<file path="config.mk">
export PLATFORM = sky130hd
export DESIGN_NAME = xrm_trigger_top
export DESIGN_NICKNAME = d
export VERILOG_FILES = /design/src/xrm_pkg.sv /design/src/bunch_marker_matcher.sv /design/src/revo_frame_tracker.sv /design/src/trigger_prescaler.sv /design/src/xrm_axil_regs.sv /design/src/xrm_trigger_top.sv
export VERILOG_INCLUDE_DIRS = /design/src /design/src/include
export SDC_FILE = /design/constraint.sdc
export NUM_CORES = 1
export LEC_CHECK = 0
export BUFFER_PORTS_ARGS = -buffer_cell sky130_fd_sc_hd__buf_2
export CORE_MARGIN = 4
export CORE_UTILIZATION = 30
export CTS_CLUSTER_DIAMETER = 30
export DETAILED_ROUTE_END_ITERATION = 12
export GPL_ROUTABILITY_DRIVEN = 0
export PLACE_DENSITY = 0.47
export SLEW_MARGIN = 30
export SYNTH_ARGS = -nofsm -noshare
export SYNTH_HDL_FRONTEND = slang
export SYNTH_HIERARCHICAL = 1
export SYNTH_SLANG_ARGS = --single-unit
export TNS_END_PERCENT = 50
</file>
<file path="constraint.sdc">
create_clock -name clock127 -period 7.1 [get_ports clock127]
set_clock_uncertainty 0.15 [all_clocks]
set_input_delay 0.355 -clock clock127 [delete_from_list [all_inputs] [get_ports clock127]]
set_output_delay 0.355 -clock clock127 [all_outputs]
set_load 0.01 [all_outputs]
</file>
<file path="src/include/xrm_config.svh">
`ifndef XRM_CONFIG_SVH
`define XRM_CONFIG_SVH

// frame geometry
`define XRM_BUCKET_W        11
`define XRM_REVS_PER_FRAME  9

`define XRM_PRESCALE_W      5
`define XRM_COUNT_W         32
`define XRM_ADDR_W          5

// register map, byte addresses
`define XRM_REG_CTRL        5'h00
`define XRM_REG_MARKER_A    5'h04
`define XRM_REG_MARKER_B    5'h08
`define XRM_REG_MARKER_C    5'h0c
`define XRM_REG_MARKER_D    5'h10
`define XRM_REG_TRIG_COUNT  5'h14
`define XRM_REG_REVO_COUNT  5'h18

`endif

</file>
<file path="src/xrm_pkg.sv">
`include "xrm_config.svh"

package xrm_pkg;

	typedef logic [`XRM_BUCKET_W-1:0] bucket_t;
	typedef logic [$clog2(`XRM_REVS_PER_FRAME)-1:0] rev_t;
	typedef logic [`XRM_REVS_PER_FRAME-1:0] rev_mask_t; // one bit per revolution
	typedef logic [`XRM_PRESCALE_W-1:0] prescale_t;
	typedef logic [`XRM_COUNT_W-1:0] count_t;

	typedef struct packed {
		bucket_t bucket;
		rev_mask_t rev_mask;
	} marker_t;

	typedef struct packed {
		logic enable;
		prescale_t prescale_log2;
		marker_t [3:0] markers; // a is index 0
	} xrm_cfg_t;

	typedef struct packed {
		bucket_t bucket;
		rev_t revolution;
		logic frame;
		logic frame9;
	} frame_pos_t;

	typedef struct packed {
		logic awvalid;
		logic [`XRM_ADDR_W-1:0] awaddr;
		logic wvalid;
		logic [31:0] wdata;
		logic [3:0] wstrb;
		logic bready;
		logic arvalid;
		logic [`XRM_ADDR_W-1:0] araddr;
		logic rready;
	} axil_req_t;

	typedef struct packed {
		logic awready;
		logic wready;
		logic bvalid;
		logic [1:0] bresp;
		logic arready;
		logic rvalid;
		logic [31:0] rdata;
		logic [1:0] rresp;
	} axil_rsp_t;

	typedef enum logic [1:0] {
		IDLE,
		WRITE_RESP,
		READ_RESP
	} axil_state_e;

endpackage

</file>
<file path="src/bunch_marker_matcher.sv">
`timescale 1ns/1ns

module bunch_marker_matcher (
	input  logic                   clock127,
	input  logic                   arst_n,
	input  xrm_pkg::frame_pos_t    pos,
	input  xrm_pkg::marker_t [3:0] markers,
	output logic                   candidate
);
	logic [3:0] hit;

	// empty mask never matches
	always_comb begin
		for (int i = 0; i < 4; i++) begin
			hit[i] = (markers[i].bucket == pos.bucket) && markers[i].rev_mask[pos.revolution];
		end
	end

	always_ff @(posedge clock127 or negedge arst_n) begin
		if (!arst_n)
			candidate <= 1'b0;
		else
			candidate <= |hit;
	end

endmodule

</file>
<file path="src/revo_frame_tracker.sv">
`timescale 1ns/1ns
`include "xrm_config.svh"

module revo_frame_tracker (
	input  logic                clock127,
	input  logic                arst_n,
	input  logic                revo,
	output xrm_pkg::frame_pos_t pos,
	output xrm_pkg::count_t     revo_count
);
	localparam xrm_pkg::rev_t LAST_REV = xrm_pkg::rev_t'(`XRM_REVS_PER_FRAME - 1);
	localparam xrm_pkg::bucket_t LAST_BUCKET = '1;

	logic rev_wrap;

	assign rev_wrap = (pos.revolution == LAST_REV);

	always_ff @(posedge clock127 or negedge arst_n) begin
		if (!arst_n) begin
			pos.bucket <= '0;
			pos.revolution <= LAST_REV; // first revo lands on revolution 0
			pos.frame <= 1'b0;
			pos.frame9 <= 1'b0;
			revo_count <= '0;
		end else begin
			pos.frame <= revo;
			pos.frame9 <= revo && rev_wrap;
			if (revo) begin
				pos.bucket <= '0;
				pos.revolution <= rev_wrap ? '0 : pos.revolution + 1'b1;
				revo_count <= revo_count + 1'b1;
			end else if (pos.bucket != LAST_BUCKET) begin
				pos.bucket <= pos.bucket + 1'b1; // sticks at max if revo goes missing
			end
		end
	end

endmodule

</file>
<file path="src/trigger_prescaler.sv">
`timescale 1ns/1ns

module trigger_prescaler (
	input  logic                clock127,
	input  logic                arst_n,
	input  logic                candidate,
	input  logic                enable,
	input  xrm_pkg::prescale_t  prescale_log2,
	output logic                xrm_trigger,
	output xrm_pkg::count_t     trig_count
);
	xrm_pkg::count_t cand_count;
	xrm_pkg::count_t low_mask;
	logic pass;

	assign low_mask = (xrm_pkg::count_t'(1) << prescale_log2) - 1'b1;
	// first candidate after enable gets through
	assign pass = enable && candidate && ((cand_count & low_mask) == '0);

	always_ff @(posedge clock127 or negedge arst_n) begin
		if (!arst_n) begin
			cand_count <= '0;
			xrm_trigger <= 1'b0;
			trig_count <= '0;
		end else begin
			if (!enable)
				cand_count <= '0;
			else if (candidate)
				cand_count <= cand_count + 1'b1;
			xrm_trigger <= pass;
			if (pass)
				trig_count <= trig_count + 1'b1;
		end
	end

endmodule

</file>
<file path="src/xrm_axil_regs.sv">
`timescale 1ns/1ns
`include "xrm_config.svh"

module xrm_axil_regs (
	input  logic               clock127,
	input  logic               arst_n,
	input  xrm_pkg::axil_req_t axil_req,
	output xrm_pkg::axil_rsp_t axil_rsp,
	output xrm_pkg::xrm_cfg_t  cfg,
	input  xrm_pkg::count_t    trig_count,
	input  xrm_pkg::count_t    revo_count
);
	localparam logic [1:0] RESP_OKAY = 2'b00;
	localparam logic [1:0] RESP_SLVERR = 2'b10;

	xrm_pkg::axil_state_e state;
	logic rd_take;
	logic wr_take;
	logic [31:0] wr_old;
	logic [31:0] wr_new;
	logic [31:0] rdata;
	logic [1:0] rresp;
	logic [1:0] bresp;

	// marker fields sit where the board firmware expects them
	function automatic logic [31:0] marker_image(input xrm_pkg::marker_t m);
		logic [31:0] img;
		img = '0;
		img[12:2] = m.bucket;
		img[24:16] = m.rev_mask;
		return img;
	endfunction

	function automatic logic [31:0] reg_image(input logic [`XRM_ADDR_W-1:0] addr);
		logic [31:0] img;
		img = '0;
		case (addr)
			`XRM_REG_CTRL: begin
				img[0] = cfg.enable;
				img[12:8] = cfg.prescale_log2;
			end
			`XRM_REG_MARKER_A: img = marker_image(cfg.markers[0]);
			`XRM_REG_MARKER_B: img = marker_image(cfg.markers[1]);
			`XRM_REG_MARKER_C: img = marker_image(cfg.markers[2]);
			`XRM_REG_MARKER_D: img = marker_image(cfg.markers[3]);
			`XRM_REG_TRIG_COUNT: img = trig_count;
			`XRM_REG_REVO_COUNT: img = revo_count;
			default: img = '0;
		endcase
		return img;
	endfunction

	function automatic logic addr_mapped(input logic [`XRM_ADDR_W-1:0] addr);
		case (addr)
			`XRM_REG_CTRL, `XRM_REG_MARKER_A, `XRM_REG_MARKER_B, `XRM_REG_MARKER_C,
			`XRM_REG_MARKER_D, `XRM_REG_TRIG_COUNT, `XRM_REG_REVO_COUNT: return 1'b1;
			default: return 1'b0;
		endcase
	endfunction

	// read wins when both arrive together
	assign rd_take = (state == xrm_pkg::IDLE) && axil_req.arvalid;
	assign wr_take = (state == xrm_pkg::IDLE) && !axil_req.arvalid
		&& axil_req.awvalid && axil_req.wvalid;

	always_comb begin
		wr_old = reg_image(axil_req.awaddr);
		for (int i = 0; i < 4; i++) begin
			wr_new[8*i +: 8] = axil_req.wstrb[i] ? axil_req.wdata[8*i +: 8] : wr_old[8*i +: 8];
		end
	end

	assign axil_rsp.awready = wr_take;
	assign axil_rsp.wready = wr_take;
	assign axil_rsp.bvalid = (state == xrm_pkg::WRITE_RESP);
	assign axil_rsp.bresp = bresp;
	assign axil_rsp.arready = rd_take;
	assign axil_rsp.rvalid = (state == xrm_pkg::READ_RESP);
	assign axil_rsp.rdata = rdata;
	assign axil_rsp.rresp = rresp;

	always_ff @(posedge clock127 or negedge arst_n) begin
		if (!arst_n) begin
			state <= xrm_pkg::IDLE;
		end else begin
			case (state)
				xrm_pkg::IDLE: begin
					if (rd_take)
						state <= xrm_pkg::READ_RESP;
					else if (wr_take)
						state <= xrm_pkg::WRITE_RESP;
				end
				xrm_pkg::WRITE_RESP: if (axil_req.bready) state <= xrm_pkg::IDLE;
				xrm_pkg::READ_RESP: if (axil_req.rready) state <= xrm_pkg::IDLE;
				default: state <= xrm_pkg::IDLE;
			endcase
		end
	end

	always_ff @(posedge clock127 or negedge arst_n) begin
		if (!arst_n) begin
			cfg <= '0;
		end else if (wr_take) begin
			case (axil_req.awaddr)
				`XRM_REG_CTRL: begin
					cfg.enable <= wr_new[0];
					cfg.prescale_log2 <= wr_new[12:8];
				end
				`XRM_REG_MARKER_A: cfg.markers[0] <= {wr_new[12:2], wr_new[24:16]};
				`XRM_REG_MARKER_B: cfg.markers[1] <= {wr_new[12:2], wr_new[24:16]};
				`XRM_REG_MARKER_C: cfg.markers[2] <= {wr_new[12:2], wr_new[24:16]};
				`XRM_REG_MARKER_D: cfg.markers[3] <= {wr_new[12:2], wr_new[24:16]};
				default: ; // counters are read only
			endcase
		end
	end

	// response payload, held until the handshake
	always_ff @(posedge clock127) begin
		if (rd_take) begin
			rdata <= reg_image(axil_req.araddr);
			rresp <= addr_mapped(axil_req.araddr) ? RESP_OKAY : RESP_SLVERR;
		end
		if (wr_take)
			bresp <= addr_mapped(axil_req.awaddr) ? RESP_OKAY : RESP_SLVERR;
	end

endmodule

</file>
<file path="src/xrm_trigger_top.sv">
`timescale 1ns/1ns

module xrm_trigger_top (
	input  logic               clock127,
	input  logic               arst_n,
	input  logic               revo,
	input  xrm_pkg::axil_req_t axil_req,
	output xrm_pkg::axil_rsp_t axil_rsp,
	output logic               xrm_trigger,
	output logic               frame,
	output logic               frame9
);
	xrm_pkg::xrm_cfg_t cfg;
	xrm_pkg::frame_pos_t pos;
	xrm_pkg::count_t trig_count;
	xrm_pkg::count_t revo_count;
	logic candidate;

	xrm_axil_regs xrm_axil_regs_inst (
		.clock127   (clock127),
		.arst_n     (arst_n),
		.axil_req   (axil_req),
		.axil_rsp   (axil_rsp),
		.cfg        (cfg),
		.trig_count (trig_count),
		.revo_count (revo_count)
	);

	revo_frame_tracker revo_frame_tracker_inst (
		.clock127   (clock127),
		.arst_n     (arst_n),
		.revo       (revo),
		.pos        (pos),
		.revo_count (revo_count)
	);

	bunch_marker_matcher bunch_marker_matcher_inst (
		.clock127  (clock127),
		.arst_n    (arst_n),
		.pos       (pos),
		.markers   (cfg.markers),
		.candidate (candidate)
	);

	trigger_prescaler trigger_prescaler_inst (
		.clock127      (clock127),
		.arst_n        (arst_n),
		.candidate     (candidate),
		.enable        (cfg.enable),
		.prescale_log2 (cfg.prescale_log2),
		.xrm_trigger   (xrm_trigger),
		.trig_count    (trig_count)
	);

	assign frame = pos.frame;
	assign frame9 = pos.frame9;

endmodule

</file>
==> metrics.cfg <==
[synth]
async_reset_ff_frac = 0.856
netlist.area_leader.share = 0.363
syn-instance-count = 1383
post_synth_instance_area_mm2 = 0.0139
synth_top_flop_cell = dfrtp_1
synth.yosys.seq_area_share = 0.438
synth-edff-count = 34
ys_types = 94
yosysWarningCount = 6
synth.avg_cell_area_um2 = 10.0
synth-seq-cells = 236
synth.largest_area_cell = dfrtp_1
cell_types_with_the_largest_area_share_after_synthesis = dfrtp_1 36%, edfxtp_1 7.4%, xor2_1 4.5%

[clocking]
cts_buf_count = 66
max-clock-path-buffers = 3
post_cts.resized_instances = 0
worstSkewPairLatency_ps = 590
cts_tree = yes
post_cts.repair.setup_buffers = 0
clock_sink_count = 236
path_clk_slew_ps = 50
hold_buffer_count_at_cts = 9
cts_max_level = 3
clock_tree_root = clkbuf_16

[die]
chipHeight_um = 223
floorplan.core_area_mm2 = 0.0456
ios = 98
die_width_um = 223
fp-row-count = 78
floorplan.initialDensity = 0.304
floorplan.die_area_mm2 = 0.0497

[pwr]
totalPowerFinal_mw = 5.28
p_per_area_mw_per_mm2 = 308
leakagePower_nw = 7.47
irDropWorstVdd_v = 0.000141

[critical_path]
crit_chain = nor4_4, nand2b_1, ha_1, a311oi_1, nor2_1, a41o_1, a2111oi_2, nand4_2, buf_4, nor3_2, mux2_1
setup.worst_path.class = reg -> reg
timing.critical_path.required_ps = 7400
critical_path.max_fanout = 31
critPathMaxStageDelay_ps = 650
cell_type_of_the_slowest_stage_on_the_worst_timing_path = dfrtp_1
cp_data_arrival_time_ps = 4410
worst_setup_path_end_kind = flop
crit_path_start_kind = flop

[timing]
setup_viol = 0
timing.final.ws_setup_ps = 2990
drv_slew = 0
tightestPinTransition_ps = 1000
hold_viol_final = 0
maxClockFrequency_ghz = 0.243
finalSetupTns_ps = 0
slew-limit-headroom = 0.328
period_share = 0.579
timing.final.crit_period_ps = 4110
rsz_0062_raised_after_global_routing = false

[global_route]
wire_length_of_the_first_global_routing_pass_um = 71100
grtUsageMet2 = 0.280
globalRoute.totalOverflow = 0
pin_count_of_the_biggest_net_entering_global_routing = 78
global_route.usage.met1 = 0.255
initial_antenna_violation_count = 1
groute.layer.met3.usage = 0.0374
globalRoute.busiestLayer = met2
all_layer_gr_usage = 0.182
via_count_of_the_first_global_routing_pass = 11400

[cells_and_area]
finish.instance_area_mm2 = 0.0172
antenna-diode-count = 0
fillers = 4508
area.growth.synth_to_final_pct = 23.7
share_of_post_route_cells_with_drive_strength_above_1 = 0.193
final_nets = 1531

[worst_hold_path]
worst_hold_path_type = in -> reg

[route]
wl_per_cell_um = 21.8
dr_vias_cell = 5.44
postRouteAntennaNets = 0
drt-initial-drc-count = 968
route.vias.total = 11500
dr.pass1.iters = 5
post-route-drc-count = 0
wirelength_um = 46200

[place]
place_area_mm2 = 0.0147
final_hpwl_dp_um = 31000
place.port_buffers = 84
pre_cts_slack_ps = 3000

[flow_run]
timing.max_cap.violations = 0

[run_status]
status = finished clean

kinds of logic (layout without fill, tap and decap cells):
| kind of cell | count (synthesis) | after routing | share of synthesized area |
|---|---|---|---|
| xor gates and xnor gates | 135 | 135 | 0.0853 |
| and+or+nand+nor | 516 | 516 | 0.210 |
| DFF | 236 | 236 | 0.438 |
| buffers and inverters | 116 | 254 | 0.0426 |
| muxes | 60 | 60 | 0.0499 |
| adders and majority gates | 7 | 7 | 0.00632 |
| AOI/OAI and AO/OA | 312 | 312 | 0.167 |
| other | 1 | 2 | 0.000270 |
Yosys cell counts, types with 4 or more instances:
master / number
nand4_1: 53
a21oi_1: 32
nor2b_1: 27
o31ai_1: 6
clkbuf_1: 33
and2_1: 32
a32o_1: 4
a22o_1: 65
ha_1: 7
mux4_2: 4
a21boi_0: 7
mux2i_1: 23
mux2_1: 6
nand2_1: 94
xor2_1: 71
edfxtp_1: 34
nor2_1: 96
a22oi_1: 45
nor3_1: 46
inv_1: 23
or2_2: 4
and3_1: 11
nor3b_1: 4
or3_1: 16
nand3_1: 59
nor4_2: 13
a211oi_1: 4
o22ai_1: 7
buf_6: 10
o21ai_0: 62
a31oi_1: 5
xnor2_1: 64
dfrtp_1: 201
mux2_2: 27
a221o_1: 12
nor3_2: 5
o21a_1: 9
nor4_1: 11
a221oi_1: 9
nand2b_1: 6
o21ai_2: 4
buf_4: 10
and4_1: 14
buf_1: 5
buf_2: 33
per-layer routing:
metal | wire length, µm | up-vias | share of wire
met3 | 2730 | 78 | 0.059
li1 | - | 5341 | -
met1 | 21300 | 5767 | 0.46
met4 | 1050 | 0 | 0.023
met2 | 21100 | 348 | 0.46
met5 | 0 | - | 0
sequential cells by signal, indices dropped and copies added, names as in the netlist:
signal,cells
xrm_axil_regs_inst/bresp,1
revo_frame_tracker_inst/revo_count,32
trigger_prescaler_inst/xrm_trigger,1
revo_frame_tracker_inst/pos,17
trigger_prescaler_inst/trig_count,32
xrm_axil_regs_inst/rdata,32
xrm_axil_regs_inst/rresp,1
trigger_prescaler_inst/cand_count,31
xrm_axil_regs_inst/state,2
xrm_axil_regs_inst/cfg,86
bunch_marker_matcher_inst/candidate,1
final cells by class:
type	instances	area, µm²	area share
clock buffers	82	1810	0.106
inverters	24	90.1	0.00525
clock inverters	38	558	0.0325
flip-flops and latches	236	6080	0.354
multi-input cells	1032	7210	0.421
well taps	600	751	0.0438
repair buffers	110	652	0.0380
report_power, final:
part	internal [mW]	switching, mW
logic	0.208	0.279
registers	1.47	0.169
clock network	2.24	0.911
metrics by stage:
| stage | hold slack, ps | std cells | utilization |
|---|---|---|---|
| after detailed placement | 232 | 1993 | 0.322 |
| after CTS | 0.490 | 2122 | 0.376 |
| final | 28.8 | 2122 | 0.376 |
| after global placement | 236 | 1993 | 0.322 |
| after global routing | 46.0 | 2122 | 0.376 |
| after floorplan | -90.6 | 1384 | - |
cells in the final DEF (no fill, tap or decap), types with 8 or more instances in the layout:
| cell type | count |
|---|---|
| a21oi_1 | 32 |
| a221o_1 | 12 |
| a221oi_1 | 9 |
| a22o_1 | 65 |
| a22oi_1 | 45 |
| and2_1 | 31 |
| and3_1 | 10 |
| and4_1 | 14 |
| buf_2 | 83 |
| buf_4 | 16 |
| bufinv_16 | 12 |
| clkbuf_16 | 67 |
| clkbuf_8 | 8 |
| dfrtp_1 | 201 |
| dlygate4sd3_1 | 9 |
| edfxtp_1 | 34 |
| inv_1 | 23 |
| mux2_2 | 27 |
| mux2i_1 | 23 |
| nand2_1 | 93 |
| nand3_1 | 59 |
| nand4_1 | 53 |
| nor2_1 | 96 |
| nor2b_1 | 27 |
| nor3_1 | 46 |
| nor4_1 | 11 |
| nor4_2 | 13 |
| o21a_1 | 9 |
| o21ai_0 | 61 |
| or3_1 | 16 |
| xnor2_1 | 64 |
| xor2_1 | 71 |
path summary, 6_finish.rpt:
| path | from | endpoint | slack [ps] | depth (start not counted) |
|---|---|---|---|---|
| setup / recovery | xrm_axil_regs_inst/cfg[84]$_DFFE_PN0P_ | trigger_prescaler_inst/trig_count[1]$_DFFE_PN0P_ | 2990 | 11 |
| hold / removal | axil_req[33] | xrm_axil_regs_inst/cfg[45]$_DFFE_PN0P_ | 30 | 4 |
| max in group asynchronous | arst_n | trigger_prescaler_inst/trig_count[7]$_DFFE_PN0P_ | 5390 | 3 |
| setup reg to reg | xrm_axil_regs_inst/cfg[84]$_DFFE_PN0P_ | trigger_prescaler_inst/trig_count[1]$_DFFE_PN0P_ | 2990 | 11 |
| hold reg to reg | revo_frame_tracker_inst/revo_count[31]$_DFFE_PN0P_ | revo_frame_tracker_inst/revo_count[31]$_DFFE_PN0P_ | 320 | 1 |
| min in group asynchronous | arst_n | revo_frame_tracker_inst/pos[8]$_DFFE_PN0P_ | 220 | 2 |
critical path: cells and delay by family, from the launching register on:
family | cells | cell delay (ps)
multiplexers | 1 | 350
adder cells (fa/ha/maj) | 1 | 440
AO/OA/AOI/OAI | 3 | 910
flip-flops | 1 | 650
AND/OR/NAND/NOR | 5 | 1180
buffers and inverters | 1 | 290
No activity file was read; power rests on OpenSTA's default activity.
